File: src/decode_pkg.sv
`default_nettype none

package decode_pkg;

	// Front-end geometry
	localparam int DECODE_LANES = 2;
	localparam int QUEUE_DEPTH = 4;
	localparam int QUEUE_PTR_W = $clog2(QUEUE_DEPTH);

	// Unit select width and bit positions
	localparam int UNIT_COUNT = 9;
	localparam int UNIT_LOGIC = 0;
	localparam int UNIT_SHIFT = 1;
	localparam int UNIT_ADDER = 2;
	localparam int UNIT_MUL = 3;
	localparam int UNIT_SDIV = 4;
	localparam int UNIT_UDIV = 5;
	localparam int UNIT_LOAD = 6;
	localparam int UNIT_STORE = 7;
	localparam int UNIT_BRANCH = 8;

	typedef logic [31:0] inst_t;
	typedef logic [31:0] pc_t;
	typedef logic [4:0] opcode_t;
	typedef logic [4:0] reg_idx_t;
	typedef logic [31:0] data_t;
	typedef logic [UNIT_COUNT-1:0] unit_sel_t;

	// Queue pointer and occupancy
	typedef logic [QUEUE_PTR_W-1:0] q_ptr_t;
	typedef logic [QUEUE_PTR_W:0] q_count_t;

	// Opcode classes, checked in ascending order
	localparam opcode_t OPC_LOGIC_LAST = 5'd3;
	localparam opcode_t OPC_SHIFT_LAST = 5'd7;
	localparam opcode_t OPC_ADDER_LAST = 5'd11;
	localparam opcode_t OPC_MUL = 5'd12;
	localparam opcode_t OPC_SDIV = 5'd13;
	localparam opcode_t OPC_UDIV = 5'd14;
	localparam opcode_t OPC_LOAD_LAST = 5'd16;
	localparam opcode_t OPC_STORE_LAST = 5'd18;
	localparam opcode_t OPC_BRANCH_LAST = 5'd22;

endpackage

`default_nettype wire

File: src/decode_function.sv
`timescale 1ns/100ps
`default_nettype none

module decode_function (
	input wire decode_pkg::inst_t inst,
	output decode_pkg::unit_sel_t unit,
	output decode_pkg::opcode_t opcode,
	output decode_pkg::reg_idx_t destination,
	output decode_pkg::reg_idx_t source0,
	output decode_pkg::data_t source1,
	output logic source1_imm,
	output logic writeback,
	output logic fault_invalid
);

	// Fixed instruction fields
	assign opcode = inst[31:27];
	assign destination = inst[26:22];
	assign source0 = inst[21:17];
	assign source1_imm = inst[16];

	// Immediate is signed, register index is a plain number
	always_comb begin
		if (source1_imm) begin
			source1 = {{16{inst[15]}}, inst[15:0]};
		end else begin
			source1 = {27'b0, inst[4:0]};
		end
	end

	// Opcode class to one-hot unit
	always_comb begin
		unit = '0;
		fault_invalid = 1'b0;
		if (opcode <= decode_pkg::OPC_LOGIC_LAST) begin
			unit[decode_pkg::UNIT_LOGIC] = 1'b1;
		end else if (opcode <= decode_pkg::OPC_SHIFT_LAST) begin
			unit[decode_pkg::UNIT_SHIFT] = 1'b1;
		end else if (opcode <= decode_pkg::OPC_ADDER_LAST) begin
			unit[decode_pkg::UNIT_ADDER] = 1'b1;
		end else if (opcode == decode_pkg::OPC_MUL) begin
			unit[decode_pkg::UNIT_MUL] = 1'b1;
		end else if (opcode == decode_pkg::OPC_SDIV) begin
			unit[decode_pkg::UNIT_SDIV] = 1'b1;
		end else if (opcode == decode_pkg::OPC_UDIV) begin
			unit[decode_pkg::UNIT_UDIV] = 1'b1;
		end else if (opcode <= decode_pkg::OPC_LOAD_LAST) begin
			unit[decode_pkg::UNIT_LOAD] = 1'b1;
		end else if (opcode <= decode_pkg::OPC_STORE_LAST) begin
			unit[decode_pkg::UNIT_STORE] = 1'b1;
		end else if (opcode <= decode_pkg::OPC_BRANCH_LAST) begin
			unit[decode_pkg::UNIT_BRANCH] = 1'b1;
		end else begin
			// Unused opcode space
			fault_invalid = 1'b1;
		end
	end

	// Store and branch write no register
	always_comb begin
		writeback = 1'b1;
		if (fault_invalid) begin
			writeback = 1'b0;
		end else if (unit[decode_pkg::UNIT_STORE] || unit[decode_pkg::UNIT_BRANCH]) begin
			writeback = 1'b0;
		end
	end

endmodule

`default_nettype wire

File: src/decode_top.sv
`timescale 1ns/100ps
`default_nettype none

module decode_top (
	input wire iCLOCK,
	input wire inRESET,
	input wire flush,
	// Fetch
	input wire fetch_valid,
	input wire decode_pkg::inst_t fetch_inst,
	input wire decode_pkg::pc_t fetch_pc,
	input wire fetch_pagefault,
	output wire fetch_lock,
	// Issue
	output wire issue_valid,
	output wire decode_pkg::unit_sel_t issue_unit,
	output wire decode_pkg::opcode_t issue_opcode,
	output wire decode_pkg::reg_idx_t issue_destination,
	output wire decode_pkg::reg_idx_t issue_source0,
	output wire decode_pkg::data_t issue_source1,
	output wire issue_source1_imm,
	output wire issue_writeback,
	output wire issue_fault_invalid,
	output wire issue_fault_pagefault,
	output wire decode_pkg::pc_t issue_pc,
	input wire issue_lock
);

	// Queue to lanes
	wire [decode_pkg::DECODE_LANES-1:0] lane_in_valid;
	wire decode_pkg::inst_t lane_in_inst [decode_pkg::DECODE_LANES];
	wire decode_pkg::pc_t lane_in_pc [decode_pkg::DECODE_LANES];
	wire [decode_pkg::DECODE_LANES-1:0] lane_in_pagefault;
	wire [decode_pkg::DECODE_LANES-1:0] lane_in_lock;

	// Lanes to serializer
	wire [decode_pkg::DECODE_LANES-1:0] lane_out_valid;
	wire decode_pkg::unit_sel_t lane_unit [decode_pkg::DECODE_LANES];
	wire decode_pkg::opcode_t lane_opcode [decode_pkg::DECODE_LANES];
	wire decode_pkg::reg_idx_t lane_destination [decode_pkg::DECODE_LANES];
	wire decode_pkg::reg_idx_t lane_source0 [decode_pkg::DECODE_LANES];
	wire decode_pkg::data_t lane_source1 [decode_pkg::DECODE_LANES];
	wire [decode_pkg::DECODE_LANES-1:0] lane_source1_imm;
	wire [decode_pkg::DECODE_LANES-1:0] lane_writeback;
	wire [decode_pkg::DECODE_LANES-1:0] lane_fault_invalid;
	wire [decode_pkg::DECODE_LANES-1:0] lane_fault_pagefault;
	wire decode_pkg::pc_t lane_pc [decode_pkg::DECODE_LANES];
	wire lane_lock;

	inst_fetch_queue u_queue (
		.iCLOCK(iCLOCK),
		.inRESET(inRESET),
		.flush(flush),
		.fetch_valid(fetch_valid),
		.fetch_inst(fetch_inst),
		.fetch_pc(fetch_pc),
		.fetch_pagefault(fetch_pagefault),
		.fetch_lock(fetch_lock),
		.lane_valid(lane_in_valid),
		.lane_inst(lane_in_inst),
		.lane_pc(lane_in_pc),
		.lane_pagefault(lane_in_pagefault),
		// All lanes pass the same lock, lane 0 stands for them
		.lane_lock(lane_in_lock[0])
	);

	for (genvar i = 0; i < decode_pkg::DECODE_LANES; i++) begin : g_lane
		decoder u_decoder (
			.iCLOCK(iCLOCK),
			.inRESET(inRESET),
			.flush(flush),
			.in_valid(lane_in_valid[i]),
			.in_inst(lane_in_inst[i]),
			.in_pc(lane_in_pc[i]),
			.in_pagefault(lane_in_pagefault[i]),
			.in_lock(lane_in_lock[i]),
			.out_valid(lane_out_valid[i]),
			.out_unit(lane_unit[i]),
			.out_opcode(lane_opcode[i]),
			.out_destination(lane_destination[i]),
			.out_source0(lane_source0[i]),
			.out_source1(lane_source1[i]),
			.out_source1_imm(lane_source1_imm[i]),
			.out_writeback(lane_writeback[i]),
			.out_fault_invalid(lane_fault_invalid[i]),
			.out_pagefault(lane_fault_pagefault[i]),
			.out_pc(lane_pc[i]),
			.out_lock(lane_lock)
		);
	end

	issue_serializer u_serializer (
		.iCLOCK(iCLOCK),
		.inRESET(inRESET),
		.flush(flush),
		.lane_valid(lane_out_valid),
		.lane_unit(lane_unit),
		.lane_opcode(lane_opcode),
		.lane_destination(lane_destination),
		.lane_source0(lane_source0),
		.lane_source1(lane_source1),
		.lane_source1_imm(lane_source1_imm),
		.lane_writeback(lane_writeback),
		.lane_fault_invalid(lane_fault_invalid),
		.lane_fault_pagefault(lane_fault_pagefault),
		.lane_pc(lane_pc),
		.lane_lock(lane_lock),
		.issue_valid(issue_valid),
		.issue_unit(issue_unit),
		.issue_opcode(issue_opcode),
		.issue_destination(issue_destination),
		.issue_source0(issue_source0),
		.issue_source1(issue_source1),
		.issue_source1_imm(issue_source1_imm),
		.issue_writeback(issue_writeback),
		.issue_fault_invalid(issue_fault_invalid),
		.issue_fault_pagefault(issue_fault_pagefault),
		.issue_pc(issue_pc),
		.issue_lock(issue_lock)
	);

endmodule

`default_nettype wire

File: src/decoder.sv
`timescale 1ns/100ps
`default_nettype none

module decoder (
	input wire iCLOCK,
	input wire inRESET,
	input wire flush,
	// Upstream side
	input wire in_valid,
	input wire decode_pkg::inst_t in_inst,
	input wire decode_pkg::pc_t in_pc,
	input wire in_pagefault,
	output logic in_lock,
	// Downstream side
	output logic out_valid,
	output decode_pkg::unit_sel_t out_unit,
	output decode_pkg::opcode_t out_opcode,
	output decode_pkg::reg_idx_t out_destination,
	output decode_pkg::reg_idx_t out_source0,
	output decode_pkg::data_t out_source1,
	output logic out_source1_imm,
	output logic out_writeback,
	output logic out_fault_invalid,
	output logic out_pagefault,
	output decode_pkg::pc_t out_pc,
	input wire out_lock
);

	decode_pkg::unit_sel_t dec_unit;
	decode_pkg::opcode_t dec_opcode;
	decode_pkg::reg_idx_t dec_destination;
	decode_pkg::reg_idx_t dec_source0;
	decode_pkg::data_t dec_source1;
	logic dec_source1_imm;
	logic dec_writeback;
	logic dec_fault_invalid;

	logic b_valid;

	decode_function u_decode_function (
		.inst(in_inst),
		.unit(dec_unit),
		.opcode(dec_opcode),
		.destination(dec_destination),
		.source0(dec_source0),
		.source1(dec_source1),
		.source1_imm(dec_source1_imm),
		.writeback(dec_writeback),
		.fault_invalid(dec_fault_invalid)
	);

	// Valid bit, dropped by flush
	always_ff @(posedge iCLOCK or negedge inRESET) begin
		if (!inRESET) begin
			b_valid <= 1'b0;
		end else if (flush) begin
			b_valid <= 1'b0;
		end else if (!out_lock) begin
			b_valid <= in_valid;
		end
	end

	// Decoded fields, only meaningful with out_valid
	always_ff @(posedge iCLOCK) begin
		if (!out_lock) begin
			out_unit <= dec_unit;
			out_opcode <= dec_opcode;
			out_destination <= dec_destination;
			out_source0 <= dec_source0;
			out_source1 <= dec_source1;
			out_source1_imm <= dec_source1_imm;
			out_writeback <= dec_writeback;
			out_fault_invalid <= dec_fault_invalid;
			out_pagefault <= in_pagefault;
			out_pc <= in_pc;
		end
	end

	assign out_valid = b_valid;

	// Stage holds whenever the next one holds
	assign in_lock = out_lock;

endmodule

`default_nettype wire

File: src/inst_fetch_queue.sv
`timescale 1ns/100ps
`default_nettype none

module inst_fetch_queue (
	input wire iCLOCK,
	input wire inRESET,
	input wire flush,
	// Fetch side
	input wire fetch_valid,
	input wire decode_pkg::inst_t fetch_inst,
	input wire decode_pkg::pc_t fetch_pc,
	input wire fetch_pagefault,
	output logic fetch_lock,
	// Lane side, entry 0 is the oldest
	output logic [decode_pkg::DECODE_LANES-1:0] lane_valid,
	output decode_pkg::inst_t lane_inst [decode_pkg::DECODE_LANES],
	output decode_pkg::pc_t lane_pc [decode_pkg::DECODE_LANES],
	output logic [decode_pkg::DECODE_LANES-1:0] lane_pagefault,
	input wire lane_lock
);

	decode_pkg::inst_t mem_inst [decode_pkg::QUEUE_DEPTH];
	decode_pkg::pc_t mem_pc [decode_pkg::QUEUE_DEPTH];
	logic mem_pagefault [decode_pkg::QUEUE_DEPTH];

	decode_pkg::q_ptr_t head;
	decode_pkg::q_ptr_t tail;
	decode_pkg::q_count_t count;
	decode_pkg::q_count_t pop_count;
	logic push;

	// Oldest entries go straight to the lanes
	always_comb begin
		for (int i = 0; i < decode_pkg::DECODE_LANES; i++) begin
			lane_valid[i] = count > decode_pkg::q_count_t'(i);
			lane_inst[i] = mem_inst[head + decode_pkg::q_ptr_t'(i)];
			lane_pc[i] = mem_pc[head + decode_pkg::q_ptr_t'(i)];
			lane_pagefault[i] = mem_pagefault[head + decode_pkg::q_ptr_t'(i)];
		end
	end

	// Lanes take everything shown to them unless locked
	always_comb begin
		if (lane_lock) begin
			pop_count = '0;
		end else if (count >= decode_pkg::q_count_t'(decode_pkg::DECODE_LANES)) begin
			pop_count = decode_pkg::q_count_t'(decode_pkg::DECODE_LANES);
		end else begin
			pop_count = count;
		end
	end

	assign fetch_lock = (count == decode_pkg::q_count_t'(decode_pkg::QUEUE_DEPTH)) &&
		(pop_count == '0);
	assign push = fetch_valid && !fetch_lock;

	always_ff @(posedge iCLOCK) begin
		if (push) begin
			mem_inst[tail] <= fetch_inst;
			mem_pc[tail] <= fetch_pc;
			mem_pagefault[tail] <= fetch_pagefault;
		end
	end

	always_ff @(posedge iCLOCK or negedge inRESET) begin
		if (!inRESET) begin
			head <= '0;
			tail <= '0;
			count <= '0;
		end else if (flush) begin
			head <= '0;
			tail <= '0;
			count <= '0;
		end else begin
			head <= head + decode_pkg::q_ptr_t'(pop_count);
			tail <= tail + decode_pkg::q_ptr_t'(push);
			count <= count + decode_pkg::q_count_t'(push) - pop_count;
		end
	end

endmodule

`default_nettype wire

File: src/issue_serializer.sv
`timescale 1ns/100ps
`default_nettype none

module issue_serializer (
	input wire iCLOCK,
	input wire inRESET,
	input wire flush,
	// Decoded lanes
	input wire [decode_pkg::DECODE_LANES-1:0] lane_valid,
	input wire decode_pkg::unit_sel_t lane_unit [decode_pkg::DECODE_LANES],
	input wire decode_pkg::opcode_t lane_opcode [decode_pkg::DECODE_LANES],
	input wire decode_pkg::reg_idx_t lane_destination [decode_pkg::DECODE_LANES],
	input wire decode_pkg::reg_idx_t lane_source0 [decode_pkg::DECODE_LANES],
	input wire decode_pkg::data_t lane_source1 [decode_pkg::DECODE_LANES],
	input wire [decode_pkg::DECODE_LANES-1:0] lane_source1_imm,
	input wire [decode_pkg::DECODE_LANES-1:0] lane_writeback,
	input wire [decode_pkg::DECODE_LANES-1:0] lane_fault_invalid,
	input wire [decode_pkg::DECODE_LANES-1:0] lane_fault_pagefault,
	input wire decode_pkg::pc_t lane_pc [decode_pkg::DECODE_LANES],
	output logic lane_lock,
	// Issue stream
	output logic issue_valid,
	output decode_pkg::unit_sel_t issue_unit,
	output decode_pkg::opcode_t issue_opcode,
	output decode_pkg::reg_idx_t issue_destination,
	output decode_pkg::reg_idx_t issue_source0,
	output decode_pkg::data_t issue_source1,
	output logic issue_source1_imm,
	output logic issue_writeback,
	output logic issue_fault_invalid,
	output logic issue_fault_pagefault,
	output decode_pkg::pc_t issue_pc,
	input wire issue_lock
);

	typedef enum logic {
		take_pair,
		take_second
	} state_t;

	state_t state;
	state_t state_next;
	logic sel;
	logic pair_split;

	// Lane 1 waits one cycle behind lane 0
	assign sel = (state == take_second);
	assign pair_split = (state == take_pair) && lane_valid[1];

	// Lanes hold while the second half of a pair is pending
	assign lane_lock = issue_lock || pair_split;

	always_comb begin
		state_next = state;
		if (!issue_lock) begin
			state_next = pair_split ? take_second : take_pair;
		end
	end

	always_ff @(posedge iCLOCK or negedge inRESET) begin
		if (!inRESET) begin
			state <= take_pair;
			issue_valid <= 1'b0;
		end else if (flush) begin
			state <= take_pair;
			issue_valid <= 1'b0;
		end else begin
			state <= state_next;
			if (!issue_lock) begin
				issue_valid <= lane_valid[sel];
			end
		end
	end

	always_ff @(posedge iCLOCK) begin
		if (!issue_lock) begin
			issue_unit <= lane_unit[sel];
			issue_opcode <= lane_opcode[sel];
			issue_destination <= lane_destination[sel];
			issue_source0 <= lane_source0[sel];
			issue_source1 <= lane_source1[sel];
			issue_source1_imm <= lane_source1_imm[sel];
			issue_writeback <= lane_writeback[sel];
			issue_fault_invalid <= lane_fault_invalid[sel];
			issue_fault_pagefault <= lane_fault_pagefault[sel];
			issue_pc <= lane_pc[sel];
		end
	end

endmodule

`default_nettype wire

File: config.mk
export PLATFORM = sky130hd
export DESIGN_NAME = decode_top
export DESIGN_NICKNAME = d
export VERILOG_FILES = /design/src/decode_pkg.sv /design/src/decode_function.sv /design/src/decode_top.sv /design/src/decoder.sv /design/src/inst_fetch_queue.sv /design/src/issue_serializer.sv
export SDC_FILE = /design/constraint.sdc
export NUM_CORES = 1
export LEC_CHECK = 0
export BUFFER_PORTS_ARGS = -buffer_cell sky130_fd_sc_hd__clkbuf_2
export CORE_ASPECT_RATIO = 1.75
export CORE_MARGIN = 4
export CORE_UTILIZATION = 46
export CTS_CLUSTER_SIZE = 14
export DETAILED_ROUTE_END_ITERATION = 16
export PLACE_DENSITY = 0.64
export SLEW_MARGIN = 20
export SYNTH_ARGS = -nofsm -noshare
export SYNTH_HDL_FRONTEND = slang
export SYNTH_SLANG_ARGS = --single-unit
File: constraint.sdc
create_clock -name iCLOCK -period 8.71 [get_ports iCLOCK]
set_input_delay 1.3065 -clock iCLOCK [delete_from_list [all_inputs] [get_ports iCLOCK]]
set_output_delay 1.3065 -clock iCLOCK [all_outputs]
set_load 0.02 [all_outputs]
==> flow_summary.json <==
{
  "antenna_found_initial": 6,
  "seq_power_share": 0.536,
  "synth_nets": 957,
  "cts.repair.resized": 0,
  "required_ps": 7400,
  "overflow": 0,
  "coreArea_um2": 42500,
  "yosysWarnings": 0,
  "cts_setup_buffers": 0,
  "cp_top_family": "buffers and inverters",
  "min_period_over_period": 0.463,
  "cts_buffer_depth": 3,
  "final_common_cell": "edfxtp_1",
  "fin_util": 0.528,
  "cts_hold_buf": 0,
  "fin_nets": 1122,
  "insertion_delay_ps": 550,
  "cts_inserted_buffers": 44,
  "fp.dieW_um": 165,
  "power.leakage_nw": 7.39,
  "clkPwrFrac": 0.293,
  "crit_top_cell": "clkbuf_2",
  "cp-start-kind": "input port",
  "slew-limit-headroom": 0.310,
  "final.fill_count": 3358,
  "slowest_delay_ps": 710,
  "initial_core_util": 0.466,
  "post-place-ws_ps": 4290,
  "holdPathStages": 2,
  "yosysUniqueCellTypes": 38,
  "crit_buf_inv": 3,
  "synth_top_area_cell": "edfxtp_1",
  "row_count": 100,
  "yosys.area.top_type_share": 0.740,
  "timing.final.ws_setup_ps": 4680,
  "via_count": 8987,
  "hold_viol_final": 0,
  "synth_area_leaders": "edfxtp_1, mux4_2, mux2_2, dfrtp_1, nor2b_1",
  "syn_area_um2": 19800,
  "path_cells": "clkbuf_2 > inv_4 > a2111oi_4 > clkbuf_2",
  "swShare": 0.247,
  "min_from": "u_serializer.issue_valid",
  "grt_max_degree": 156,
  "grt_pass1_wl_um": 55600,
  "post-place-cells": 1561,
  "reg2reg_depth": 5,
  "ys_async_sr_fraction": 0.0220,
  "cp-end-kind": "primary output",
  "synth_seq_cells": 499,
  "drt-pass1-iter-count": 4,
  "via_per_inst": 5.49,
  "hpwlAfterDp_um": 21600,
  "h-tree-depth": 2,
  "r2r_slack_ps": 5570,
  "clkTransAtPathRegs_ps": 60,
  "vdd_drop_max_mv": 0.135,
  "power_frac_comb": 0.172,
  "p_per_area_nw_per_um2": 267,
  "final_cell_mix": "edfxtp_1, clkbuf_2, mux4_2, mux2_2, clkbuf_16",
  "grt_pass1_vias": 9553,
  "fin_crit_ps": 4030,
  "worstReg2RegStart": "u_queue.head[1]",
  "setup_viol": 0,
  "ant_nets": 0,
  "gp_congestion": 0.751,
  "die_h_um": 283,
  "whs_endpoint": "u_serializer.issue_valid",
  "drc": 0,
  "finalClockSkew_ps": 18.4,
  "routedWlPerCell_um": 22.1,
  "grt_usage": 0.158,
  "path_max_fanout": 32,
  "status": "complete, no violations",
  "synth_ff_type": "edfxtp_1",
  "synth_edf_count": 488,
  "net-switching-power_mw": 1.48,
  "final_cells": 1636,
  "dieArea_um2": 46600,
  "syn_avg_cell_area_um2": 22.5,
  "clock.fmax_mhz": 248,
  "cts_tree": "built",
  "area_growth_pct": 13.4,
  "reg2reg_to": "g_lane[0].u_decoder.out_source1[14]",
  "crit_arrival_ps": 2730,
  "tightest_slew_ps": 1040,
  "p_int_mw": 4.52,
  "dpl_cell_area_um2": 21200,
  "clockRootBuffer": "clkbuf_16",
  "worstSetupPathType": "input port to primary output",
  "crit_slowest_cell": "a2111oi_4",
  "rsz0062_at_grt": "false",
  "hold_class": "flip-flop to flip-flop",
  "routed_wl_um": 36200,
  "port-buffer-count": 163,
  "drv_slew": 0,
  "pin_count": 164,
  "clock_sinks": 499,
  "drtIter0Drc": 497,
  "syn_inst": 881,
  "drive_above_1_share": 0.422,
  "yosysSeqAreaShare": 0.753,
  "drv_cap": 0,
  "fin_area_um2": 22500
}
stage by stage:
| step | power [mW] | hold WS, ps | setup TNS (ps) |
|---|---|---|---|
| after floorplan | 4.04 | 523 | -223710 |
| after global placement | 4.29 | 525 | 0 |
| after detailed placement | 4.33 | 531 | 0 |
| after CTS | 6.09 | 542 | 0 |
| after global routing | 6.29 | 549 | 0 |
| final | 6.01 | 539 | 0 |
routing by layer:
layer,part of all wire,global-route usage,up-vias
met5,0.00083,0,-
met4,0.032,0.0581,4
met3,0.049,0.0312,63
met2,0.57,0.298,218
met1,0.35,0.176,4729
li1,-,-,3973
flip-flops by register name, indices dropped and copies added, names as in the netlist, 4 cells and up:
register,cells
u_queue.mem_pc,128
u_serializer.issue_source1,16
u_queue.mem_pagefault,4
u_serializer.issue_source0,5
g_lane.u_decoder.out_source1,32
u_serializer.issue_destination,5
g_lane.u_decoder.out_opcode,10
u_serializer.issue_unit,9
g_lane.u_decoder.out_pc,64
g_lane.u_decoder.out_destination,10
g_lane.u_decoder.out_unit,18
u_queue.mem_inst,128
u_serializer.issue_pc,32
g_lane.u_decoder.out_source0,10
u_serializer.issue_opcode,5
final cells by class:
| class | count | area [µm²] | share of cell area |
|---|---|---|---|
| Inverter | 9 | 36.3 | 0.00161 |
| Antenna cell | 4 | 10.0 | 0.000445 |
| Sequential cell | 499 | 14900 | 0.665 |
| Tap cell | 561 | 702 | 0.0312 |
| Clock inverter | 14 | 77.6 | 0.00345 |
| Timing Repair Buffer | 176 | 933 | 0.0415 |
| Multi-Input combinational cell | 316 | 4580 | 0.204 |
| Clock buffer | 57 | 1190 | 0.0531 |
synth_stat cells (3+ instances only):
cell type	n
mux2_2	80
nor3b_1	4
nor2_1	16
mux2i_1	3
nand2b_1	6
clkbuf_1	10
buf_4	17
dfrtp_1	11
a21oi_1	6
nand3b_1	4
edfxtp_1	488
nand2_1	5
or2_2	3
nor2b_1	28
ha_1	5
inv_1	9
buf_2	28
mux4_2	128
logic make-up after synthesis:
kind of cell             after synthesis  synth area share
multiplexers                         211             0.192
AO/OA/AOI/OAI                         19           0.00663
adder cells (fa/ha/maj)                6           0.00417
AND/OR/NAND/NOR                       76            0.0229
buffers and inverters                 66            0.0187
XOR/XNOR                               4           0.00177
flip-flops                           499             0.753
worst register-to-register path, stage by stage, from the launching register on:
cell     delay, ps
dfrtp_4        880
buf_4          810
mux2_2         450
mux2i_1        420
buf_4          280
nor2b_1         60
worst max path at each step:
stage                                   endpoint  cells after the start  startpoint
after detailed placement              fetch_lock                      4  issue_lock
after global placement                fetch_lock                      4  issue_lock
after floorplan           u_queue.mem_inst[2][0]                      3  issue_lock
after CTS                             fetch_lock                      4  issue_lock
after global routing                  fetch_lock                      4  issue_lock
final                                 fetch_lock                      4  issue_lock
power by group through the flow:
stage	logic (mW)	registers, mW	clock network, mW
6_report	1.03	3.22	1.76
5_1_grt	1.12	3.25	1.91
4_1_cts	1.06	3.22	1.81
3_5_place_dp	1.05	3.27	0
3_3_place_gp	1.03	3.25	0
2_1_floorplan	0.768	3.27	0
No activity file was read; power rests on OpenSTA's default activity.
